File: src/hdl/ex_macros.svh
`ifndef EX_MACROS_SVH
`define EX_MACROS_SVH

// data word width
`define EX_DATA_W 32

// register file address width
`define EX_REG_ADDR_W 5

// shift amount, low bits of operand_1
`define EX_SHAMT_W 5

// op code width
`define EX_OP_W 8

// result class select width
`define EX_SEL_W 3

`endif

File: src/hdl/ex_pkg.sv
`include "ex_macros.svh"

package ex_pkg;

    typedef logic [`EX_DATA_W-1:0]     word_t;
    // hi in the upper word
    typedef logic [2*`EX_DATA_W-1:0]   dword_t;
    typedef logic [`EX_REG_ADDR_W-1:0] reg_addr_t;

    typedef enum logic [`EX_OP_W-1:0] {
        OP_NOP   = 8'b0000_0000,
        OP_SRL   = 8'b0000_0010,
        OP_SRA   = 8'b0000_0011,
        OP_MOVZ  = 8'b0000_1010,
        OP_MOVN  = 8'b0000_1011,
        OP_MFHI  = 8'b0001_0000,
        OP_MTHI  = 8'b0001_0001,
        OP_MFLO  = 8'b0001_0010,
        OP_MTLO  = 8'b0001_0011,
        OP_MULT  = 8'b0001_1000,
        OP_MULTU = 8'b0001_1001,
        OP_ADD   = 8'b0010_0000,
        OP_ADDU  = 8'b0010_0001,
        OP_SUB   = 8'b0010_0010,
        OP_SUBU  = 8'b0010_0011,
        OP_AND   = 8'b0010_0100,
        OP_OR    = 8'b0010_0101,
        OP_XOR   = 8'b0010_0110,
        OP_NOR   = 8'b0010_0111,
        OP_SLT   = 8'b0010_1010,
        OP_SLTU  = 8'b0010_1011,
        OP_ADDI  = 8'b0101_0101,
        OP_ADDIU = 8'b0101_0110,
        OP_SLL   = 8'b0111_1100,
        OP_MUL   = 8'b1010_1001,
        OP_CLZ   = 8'b1011_0000,
        OP_CLO   = 8'b1011_0001
    } alu_op_e;

    typedef enum logic [`EX_SEL_W-1:0] {
        SEL_NOP   = 3'b000,
        SEL_LOGIC = 3'b001,
        SEL_SHIFT = 3'b010,
        SEL_MOVE  = 3'b011,
        SEL_ARITH = 3'b100,
        SEL_MUL   = 3'b101,
        SEL_JUMP  = 3'b110
    } alu_sel_e;

endpackage

File: src/hdl/hilo_if.sv
`timescale 1ns/1ps

interface hilo_if;

    // current hi/lo from the holder
    ex_pkg::word_t hi_q;
    ex_pkg::word_t lo_q;

    // update request, counts only with valid_i
    logic          hilo_we;
    ex_pkg::word_t hi_next;
    ex_pkg::word_t lo_next;

    ex_pkg::word_t move_data;
    ex_pkg::word_t mul_lo;

    modport producer (
        input  hi_q, lo_q,
        output hilo_we, hi_next, lo_next, move_data, mul_lo
    );

    modport holder (
        output hi_q, lo_q,
        input  hilo_we, hi_next, lo_next, move_data, mul_lo
    );

endinterface

File: src/hdl/ex_stage.sv
`timescale 1ns/1ps

module ex_stage (
    input  logic              clk,
    input  logic              rst_n_i,
    input  logic              valid_i,
    input  ex_pkg::alu_op_e   alu_op_i,
    input  ex_pkg::alu_sel_e  alu_sel_i,
    input  ex_pkg::word_t     operand_1_i,
    input  ex_pkg::word_t     operand_2_i,
    input  ex_pkg::word_t     link_addr_i,
    input  ex_pkg::reg_addr_t reg_write_addr_i,
    input  logic              reg_write_en_i,
    output logic              valid_o,
    output ex_pkg::word_t     reg_write_data_o,
    output ex_pkg::reg_addr_t reg_write_addr_o,
    output logic              reg_write_en_o,
    output ex_pkg::word_t     hi_o,
    output ex_pkg::word_t     lo_o
);

    ex_pkg::word_t alu_result;
    logic          ov_trap;

    hilo_if hl ();

    int_alu u_int_alu (
        .alu_op_i     (alu_op_i),
        .operand_1_i  (operand_1_i),
        .operand_2_i  (operand_2_i),
        .alu_result_o (alu_result),
        .ov_trap_o    (ov_trap)
    );

    // works beside the alu on the same operands
    hilo_unit u_hilo_unit (
        .alu_op_i    (alu_op_i),
        .operand_1_i (operand_1_i),
        .operand_2_i (operand_2_i),
        .hl          (hl.producer)
    );

    ex_writeback u_ex_writeback (
        .clk              (clk),
        .rst_n_i          (rst_n_i),
        .valid_i          (valid_i),
        .alu_sel_i        (alu_sel_i),
        .alu_result_i     (alu_result),
        .link_addr_i      (link_addr_i),
        .ov_trap_i        (ov_trap),
        .reg_write_addr_i (reg_write_addr_i),
        .reg_write_en_i   (reg_write_en_i),
        .hl               (hl.holder),
        .valid_o          (valid_o),
        .reg_write_data_o (reg_write_data_o),
        .reg_write_addr_o (reg_write_addr_o),
        .reg_write_en_o   (reg_write_en_o),
        .hi_o             (hi_o),
        .lo_o             (lo_o)
    );

endmodule

File: src/hdl/ex_writeback.sv
`timescale 1ns/1ps

module ex_writeback (
    input  logic              clk,
    input  logic              rst_n_i,
    input  logic              valid_i,
    input  ex_pkg::alu_sel_e  alu_sel_i,
    input  ex_pkg::word_t     alu_result_i,
    input  ex_pkg::word_t     link_addr_i,
    input  logic              ov_trap_i,
    input  ex_pkg::reg_addr_t reg_write_addr_i,
    input  logic              reg_write_en_i,
    hilo_if.holder            hl,
    output logic              valid_o,
    output ex_pkg::word_t     reg_write_data_o,
    output ex_pkg::reg_addr_t reg_write_addr_o,
    output logic              reg_write_en_o,
    output ex_pkg::word_t     hi_o,
    output ex_pkg::word_t     lo_o
);

    ex_pkg::word_t wdata;
    logic          we;

    always_comb begin
        case (alu_sel_i)
            ex_pkg::SEL_LOGIC,
            ex_pkg::SEL_SHIFT,
            ex_pkg::SEL_ARITH: wdata = alu_result_i;
            ex_pkg::SEL_MOVE:  wdata = hl.move_data;
            ex_pkg::SEL_MUL:   wdata = hl.mul_lo;
            ex_pkg::SEL_JUMP:  wdata = link_addr_i;
            default:           wdata = '0;
        endcase
    end

    assign we = reg_write_en_i && valid_i && !ov_trap_i;

    // ex/mem boundary and hi/lo, same edge
    always_ff @(posedge clk or negedge rst_n_i) begin
        if (!rst_n_i) begin
            valid_o          <= 1'b0;
            reg_write_data_o <= '0;
            reg_write_addr_o <= '0;
            reg_write_en_o   <= 1'b0;
            hi_o             <= '0;
            lo_o             <= '0;
        end else begin
            valid_o          <= valid_i;
            reg_write_data_o <= wdata;
            reg_write_addr_o <= reg_write_addr_i;
            reg_write_en_o   <= we;
            if (valid_i && hl.hilo_we) begin
                hi_o <= hl.hi_next;
                lo_o <= hl.lo_next;
            end
        end
    end

    // feed current hi/lo back to the producer
    assign hl.hi_q = hi_o;
    assign hl.lo_q = lo_o;

endmodule

File: src/hdl/hilo_unit.sv
`timescale 1ns/1ps
`include "ex_macros.svh"

module hilo_unit (
    input  ex_pkg::alu_op_e alu_op_i,
    input  ex_pkg::word_t   operand_1_i,
    input  ex_pkg::word_t   operand_2_i,
    hilo_if.producer        hl
);

    logic                          mul_signed;
    logic signed [`EX_DATA_W:0]    mul_a;
    logic signed [`EX_DATA_W:0]    mul_b;
    logic signed [2*`EX_DATA_W+1:0] prod_full;
    ex_pkg::dword_t                product;

    // MULTU is the only unsigned multiply
    assign mul_signed = (alu_op_i != ex_pkg::OP_MULTU);

    // one 33x33 signed multiplier covers both cases
    assign mul_a = {mul_signed & operand_1_i[`EX_DATA_W-1], operand_1_i};
    assign mul_b = {mul_signed & operand_2_i[`EX_DATA_W-1], operand_2_i};

    assign prod_full = mul_a * mul_b;
    assign product   = prod_full[2*`EX_DATA_W-1:0];

    assign hl.mul_lo = product[`EX_DATA_W-1:0];

    // next hi/lo
    always_comb begin
        hl.hilo_we = 1'b0;
        hl.hi_next = hl.hi_q;
        hl.lo_next = hl.lo_q;
        case (alu_op_i)
            ex_pkg::OP_MULT,
            ex_pkg::OP_MULTU: begin
                hl.hilo_we = 1'b1;
                hl.hi_next = product[2*`EX_DATA_W-1:`EX_DATA_W];
                hl.lo_next = product[`EX_DATA_W-1:0];
            end
            ex_pkg::OP_MTHI: begin
                hl.hilo_we = 1'b1;
                hl.hi_next = operand_1_i;
            end
            ex_pkg::OP_MTLO: begin
                hl.hilo_we = 1'b1;
                hl.lo_next = operand_1_i;
            end
            default: begin
                hl.hilo_we = 1'b0;
            end
        endcase
    end

    // move results
    always_comb begin
        case (alu_op_i)
            ex_pkg::OP_MFHI: hl.move_data = hl.hi_q;
            ex_pkg::OP_MFLO: hl.move_data = hl.lo_q;
            ex_pkg::OP_MOVZ,
            ex_pkg::OP_MOVN: hl.move_data = operand_1_i;
            default:         hl.move_data = '0;
        endcase
    end

endmodule

File: src/hdl/int_alu.sv
`timescale 1ns/1ps
`include "ex_macros.svh"

module int_alu (
    input  ex_pkg::alu_op_e alu_op_i,
    input  ex_pkg::word_t   operand_1_i,
    input  ex_pkg::word_t   operand_2_i,
    output ex_pkg::word_t   alu_result_o,
    output logic            ov_trap_o
);

    logic [`EX_SHAMT_W-1:0] shamt;
    logic                   is_sub;
    ex_pkg::word_t          operand_2_mux;
    ex_pkg::word_t          sum;
    logic                   overflow;
    logic                   lt_signed;
    logic                   lt_unsigned;
    logic [5:0]             clz_cnt;
    logic [5:0]             clo_cnt;

    // 32 when no bit is set, otherwise index of the top set bit from msb
    function automatic logic [5:0] lead_zeros(input ex_pkg::word_t w);
        logic [5:0] n;
        n = 6'd32;
        for (int i = 0; i < `EX_DATA_W; i++) begin
            if (w[i]) begin
                n = 6'(`EX_DATA_W - 1 - i);
            end
        end
        return n;
    endfunction

    assign shamt = operand_1_i[`EX_SHAMT_W-1:0];

    // slt shares the subtractor
    assign is_sub = (alu_op_i == ex_pkg::OP_SUB) || (alu_op_i == ex_pkg::OP_SUBU) ||
                    (alu_op_i == ex_pkg::OP_SLT);

    assign operand_2_mux = is_sub ? (~operand_2_i) + 1'b1 : operand_2_i;
    assign sum           = operand_1_i + operand_2_mux;

    // sign of b flips on subtract even for the minimum word
    assign overflow = (operand_1_i[`EX_DATA_W-1] == (operand_2_i[`EX_DATA_W-1] ^ is_sub)) &&
                      (sum[`EX_DATA_W-1] != operand_1_i[`EX_DATA_W-1]);

    // mixed signs decide directly, same signs look at the difference
    assign lt_signed = (operand_1_i[`EX_DATA_W-1] && !operand_2_i[`EX_DATA_W-1]) ||
                       ((operand_1_i[`EX_DATA_W-1] == operand_2_i[`EX_DATA_W-1]) &&
                        sum[`EX_DATA_W-1]);
    assign lt_unsigned = operand_1_i < operand_2_i;

    assign clz_cnt = lead_zeros(operand_1_i);
    assign clo_cnt = lead_zeros(~operand_1_i);

    always_comb begin
        case (alu_op_i)
            ex_pkg::OP_OR:    alu_result_o = operand_1_i | operand_2_i;
            ex_pkg::OP_AND:   alu_result_o = operand_1_i & operand_2_i;
            ex_pkg::OP_NOR:   alu_result_o = ~(operand_1_i | operand_2_i);
            ex_pkg::OP_XOR:   alu_result_o = operand_1_i ^ operand_2_i;
            ex_pkg::OP_SLL:   alu_result_o = operand_2_i << shamt;
            ex_pkg::OP_SRL:   alu_result_o = operand_2_i >> shamt;
            ex_pkg::OP_SRA:   alu_result_o = ex_pkg::word_t'($signed(operand_2_i) >>> shamt);
            ex_pkg::OP_ADD,
            ex_pkg::OP_ADDU,
            ex_pkg::OP_ADDI,
            ex_pkg::OP_ADDIU,
            ex_pkg::OP_SUB,
            ex_pkg::OP_SUBU:  alu_result_o = sum;
            ex_pkg::OP_SLT:   alu_result_o = ex_pkg::word_t'(lt_signed);
            ex_pkg::OP_SLTU:  alu_result_o = ex_pkg::word_t'(lt_unsigned);
            ex_pkg::OP_CLZ:   alu_result_o = ex_pkg::word_t'(clz_cnt);
            ex_pkg::OP_CLO:   alu_result_o = ex_pkg::word_t'(clo_cnt);
            default:          alu_result_o = '0;
        endcase
    end

    // only the trapping adds and sub suppress the write
    assign ov_trap_o = overflow && ((alu_op_i == ex_pkg::OP_ADD) ||
                                    (alu_op_i == ex_pkg::OP_ADDI) ||
                                    (alu_op_i == ex_pkg::OP_SUB));

endmodule

File: config.mk
export PLATFORM = sky130hd
export DESIGN_NAME = ex_stage
export DESIGN_NICKNAME = d
export VERILOG_FILES = /design/src/hdl/ex_pkg.sv /design/src/hdl/hilo_if.sv /design/src/hdl/ex_stage.sv /design/src/hdl/ex_writeback.sv /design/src/hdl/hilo_unit.sv /design/src/hdl/int_alu.sv
export VERILOG_INCLUDE_DIRS = /design/src /design/src/hdl
export SDC_FILE = /design/constraint.sdc
export NUM_CORES = 2
export LEC_CHECK = 0
export BUFFER_PORTS_ARGS = -buffer_cell sky130_fd_sc_hd__clkbuf_2
export CORE_MARGIN = 2
export CORE_UTILIZATION = 30
export DETAILED_ROUTE_END_ITERATION = 12
export GPL_TIMING_DRIVEN = 0
export PLACE_DENSITY = 0.43
export REMOVE_ABC_BUFFERS = 1
export SLEW_MARGIN = 0
export SYNTH_ARGS = -nofsm -noshare
export SYNTH_HDL_FRONTEND = slang
export SYNTH_SLANG_ARGS = --single-unit
File: constraint.sdc
create_clock -name clk -period 2.3 [get_ports clk]
set_input_delay 0.115 -clock clk [delete_from_list [all_inputs] [get_ports clk]]
set_output_delay 0.115 -clock clk [all_outputs]
set_load 0.1 [all_outputs]
# Word level (Yosys, flattened, before mapping)
# Cells that the tools add are included.
# totals
reg_bits,103
input_bits,116
word_cells,151
# op_classes
n_addsub,2
mul,1
n_lt_le_gt_ge,1
eq_ne,35
n_shift,3
n_mux,71
bitwise,9
reduce_logical,23
# op_table
op,count
two-way mux 6 bit,64
one-hot mux 32 bit (12 select lines),1
one-hot mux 32 bit (2 select lines),2
one-hot mux 32 bit (4 select lines),1
inverter 32 bit,3
one-hot mux 32 bit (3 select lines),1
"== test 8 x 6 -> 1 bit, second input constant",10
multiplier 33 x 33 -> 64 bit,1
"== test 8 x 5 -> 1 bit, second input constant",6
"adder 32 x 1 -> 32 bit, second input constant",1
adder 32 bit,1
bitwise AND 32 bit,1
less-than comparator 32 bit,1
two-way mux 32 bit,1
OR 32 bit,1
<< shifter 32 x 5 -> 32 bit,1
right shift 32 x 5 -> 32 bit,1
>>> shifter 32 x 5 -> 32 bit,1
XOR 32 bit,1
"== test 8 x 7 -> 1 bit, second input constant",3
"== test 8 x 2 -> 1 bit, second input constant",2
"== test 8 x 4 -> 1 bit, second input constant",2
"== test 8 bit, second input constant",2
"== test 3 bit, second input constant",3
other kinds (17),34

# Logic depth before layout (Yosys ltp)
# depth
word_depth,35
mapped_depth,35

# By module
# A second synthesis with hierarchy kept.
# unflattened
cells_unflattened,6270
area_unflattened_um2,53855.4
# modules_own_cells
module,instances,cells_each,area_per_inst_um2
hilo_unit,1,4482,39600.5
int_alu,1,1394,9414.0
ex_writeback,1,394,4840.9

# Least setup slack after synthesis
# No wires, ideal clock.
# synth_timing
path_type,input port to flip-flop
startpoint,input alu_op_i[0]
endpoint,register u_ex_writeback.hi_o[30]
setup_ps,129
arrival_time_ps,8711
t_required_ps,2171
slack_ps,-6541
path_stages,31
cell_sequence,clkbuf_1 -> clkbuf_1 -> clkbuf_1 -> clkbuf_1 -> a21oi_1 -> clkbuf_1 -> nand2_1 -> inv_1 -> fa_1 -> fa_1 -> fa_1 -> inv_1 -> fa_1 -> fa_1 -> fa_1 -> fa_1 -> fa_1 -> inv_1 -> ha_1 -> clkbuf_1 -> a21o_1 -> a21o_1 -> a21oi_1 -> o21ai_0 -> a211oi_1 -> nand2_1 -> a221oi_1 -> o21ai_0 -> a31oi_1 -> xor2_1 -> o21ai_0
# synth_via
elab_chain_len,5
word_cells_on_any_way,15
classes_between,1 x mul; 5 x eq/ne; 2 x mux; 2 x bitwise; 5 x reduce/logical
# synth_lines
element,line_no,rtl
"start, declared",ex_stage.sv:7,"input ex_pkg::alu_op_e alu_op_i,"
"parallel branches: the longest is 5 deep, another holds multiplier 33 x 33 -> 64 bit",n/a,
"end signal, assigned",ex_writeback.sv:54,hi_o <= hl.hi_next;
"end, declared",ex_writeback.sv:18,"output ex_pkg::word_t hi_o,"
# Parallel ways; which one is timed is not known.
# A chain may end at the register's enable or synchronous reset.

# Final worst setup path
# layout_timing
startpoint,input alu_op_i[5]
endpoint,register u_ex_writeback.hi_o[11]
# Same word-level chain as after synthesis.

==> results.md <==
- Outcome: complete, but fails checks
- Violated checks: setup timing
- Max incr delay on CP: 0.65 ns
- Final hold vios: 0
- Final estimated routing congestion in global placement: 0.956
- Min cycle time layout: 8.17 ns
- WL final: 262 mm
- Final Net Count: 7,965
- WL met1: 106 mm
- Vias in the first global route: just under 50,000
- DR vias: roughly 47,000
- Top post-synthesis cells by count: inv_1, fa_1, nand2_1
- Total GRT Usage: 0.296
- Synth Warn #: 0
- DR pass1 iterations: 9
- CTS tree: built
- Pins Over Slew Limit: 0
- Die ar.: 175,000 sq um
- Startpoint types: primary input
- # IOs: 219
- Final worst setup slack: -5.87 ns
- Via-per-instance ratio: between 5 and 6
- CTS buffer count: 9
- Largest net degree at the start of global routing: 79
- Setup CP Type: primary input to flop
- Area grow syn2layout: 22.4%
- Clk_skew: approximately 0.0075 ns
- Initial core utilization: 0.303
- Period Utilization, post-route: 3.55
- Clock buffer depth: 2
- Share of cells above drive strength 1: 0.185
- Largest area contributor in the netlist: fa_1
- # rows: 151
- # fillers: 17,400
- Gate Count Post-Synth: 6,149
- Post-synth EDFFs: 0
- Initial antenna violation count: 16
- Later-pin clock latency in the skew report: 0.38 ns
- Final setup TNS: -372.28 ns
- Required @ worst endpoint: 2.55 ns
- Slowest CP cell: fa_2
- CP max FO: 5
- Placed Cells incl. Taps: 8,210
- Top cell type's share of synthesized area: 0.439
- RSZ-0062 raised after global routing: yes
- DRC errors left: 0
- Cell Area, Synth: 51,400 sq um
- Core Region: 170,000 sq um
- Max Freq: around 0.12 GHz
- First-pass GRT wire length: around 370 mm
- Top Layer Used: met5
- Most common cell on crit path: fa_1
- Yosys cell types: between 70 and 80
- Clock-pin transition on the worst setup and hold timing paths: roughly 0.08 ns
- Sequential area share after synthesis: 0.0501
- Number of buffers added on ports: 218
- Met3 wire len: 23.7 mm
- Setup violators final: 93
- Top post-synthesis cells by area: fa_1, inv_1, ha_1, nand2_1, dfrtp_1
- Worst-Margin Slew: around 1.4 ns
- Die width: 418 microns
- Met2 wire length: 116 mm
- Die height: between 400 and 500 microns
- Yosys reg bits: 103
- Post-DP HPWL: approximately 180 mm
- Relative slew slack: 0.0854
- WP data arrival: 8.42 ns
- Async S/R FF share, synth: 1.00
- Initial DRC Count: 4,566
- Worst min path class: primary input to flop
- Prevailing post-synth register cell: dfrtp_1
- Max H-tree Level: 3
- Clock root buffer: clkbuf_16
- Max-cap viol count: 0
- Congestion Overflow GR: 0
- Clock sink total: 103
- Drt wl/cell: roughly 30 microns
- Cell with the most instances after synthesis: inv_1
- Fin cells: about 8,600
- Syn avg cell area: 8.36 sq um
- Crit end category: flop
- Antenna-violating nets left: 0
==> critical path: cells and delay by family <==
kind	cells	cell delay, ns
and+or+nand+nor	8	1.36
adders and majority gates	9	4.55
xor gates and xnor gates	1	0.40
AOI/OAI and AO/OA	5	0.98
buffers and inverters	7	0.97
==> cell type report <==
class                           count  area, sq um  area share
Multi-Input combinational cell   4397        45600       0.725
Timing Repair Buffer              620         6640       0.106
Inverter                         1250         5040      0.0800
Tap cell                         2218         2780      0.0441
Sequential cell                   103         2580      0.0410
Clock buffer                       11          233     0.00370
Clock inverter                      5         42.5    0.000676
Timing Repair inverter              3         23.8    0.000378
Antenna cell                        3         7.51    0.000119
==> final timing paths <==
| check | startpoint | to | slack, ns | depth (start not counted) |
|---|---|---|---|---|
| worst min register to register | u_ex_writeback.hl.lo_q[5] | u_ex_writeback.hl.lo_q[5] | 0.53 | 2 |
| min in group asynchronous | rst_n_i | u_ex_writeback.reg_write_data_o[12] | 0.18 | 2 |
| worst max register to register | u_ex_writeback.hi_o[0] | u_ex_writeback.reg_write_data_o[0] | -0.15 | 6 |
| max in group asynchronous | rst_n_i | u_ex_writeback.hi_o[20] | 1.41 | 3 |
| worst min-delay path | link_addr_i[3] | u_ex_writeback.reg_write_data_o[3] | 0.01 | 3 |
| worst max-delay path | alu_op_i[5] | u_ex_writeback.hi_o[11] | -5.87 | 30 |
==> layer usage <==
| metal | global-route usage | vias to the layer above |
|---|---|---|
| met1 | 0.392 | 24400 |
| li1 | - | 19500 |
| met2 | 0.466 | 2211 |
| met4 | 0.131 | 18 |
| met5 | 0 | - |
| met3 | 0.0608 | 556 |
==> flip-flops by register name, indices dropped and copies added (netlist names) <==
signal and cells:
u_ex_writeback.hi_o 32, u_ex_writeback.hl.lo_q 32, u_ex_writeback.reg_write_addr_o 5, u_ex_writeback.reg_write_data_o 32, u_ex_writeback.reg_write_en_o 1, u_ex_writeback.valid_o 1
==> layout by cell type (no fill, tap or decap), drive strengths merged, types with 35 or more instances in the layout <==
| cell | n |
|---|---|
| fa | 1126 |
| o21ai | 281 |
| o211ai | 37 |
| inv | 1204 |
| mux2i | 161 |
| nand2 | 905 |
| nand2b | 39 |
| nor3 | 39 |
| a21o | 43 |
| clkbuf | 237 |
| dfrtp | 103 |
| clkinvlp | 47 |
| buf | 379 |
| nand3 | 35 |
| nor2 | 567 |
| ha | 339 |
| a21oi | 252 |
| xnor2 | 90 |
==> cells by family after synthesis <==
| family | after synthesis | synth area share |
|---|---|---|
| buffers and inverters | 1650 | 0.121 |
| AOI/OAI and AO/OA | 886 | 0.107 |
| muxes | 188 | 0.0406 |
| DFF | 103 | 0.0501 |
| and+or+nand+nor | 1736 | 0.140 |
| xor gates and xnor gates | 121 | 0.0208 |
| adders and majority gates | 1465 | 0.521 |
==> per-stage QoR <==
stage / util / instance area [sq um] / setup slack (ns) / hold WS (ns)
detailed placement: 0.321 / 54500 / -9.94 / 0.0165
global route: 0.371 / 62900 / -5.92 / 0.0195
global placement: 0.317 / 53800 / -12.47 / 0.224
floorplan: - / 49900 / -6.29 / -0.181
CTS: 0.361 / 61400 / -5.59 / 0.00159
finish: 0.371 / 62900 / -5.87 / 0.0104
==> timing repair <==
action                                  CTS  global route
buffers inserted                        257            91
pin swaps                               228           211
endpoints found under the setup margin   94            95
cloned                                   29             5
endpoints found under the hold margin    53             0
gates resized for setup                 799           236
hold buffers                             11             0
Power is not shown: default switching activity piles up to over one toggle a cycle in this logic, so the estimate is an artifact.
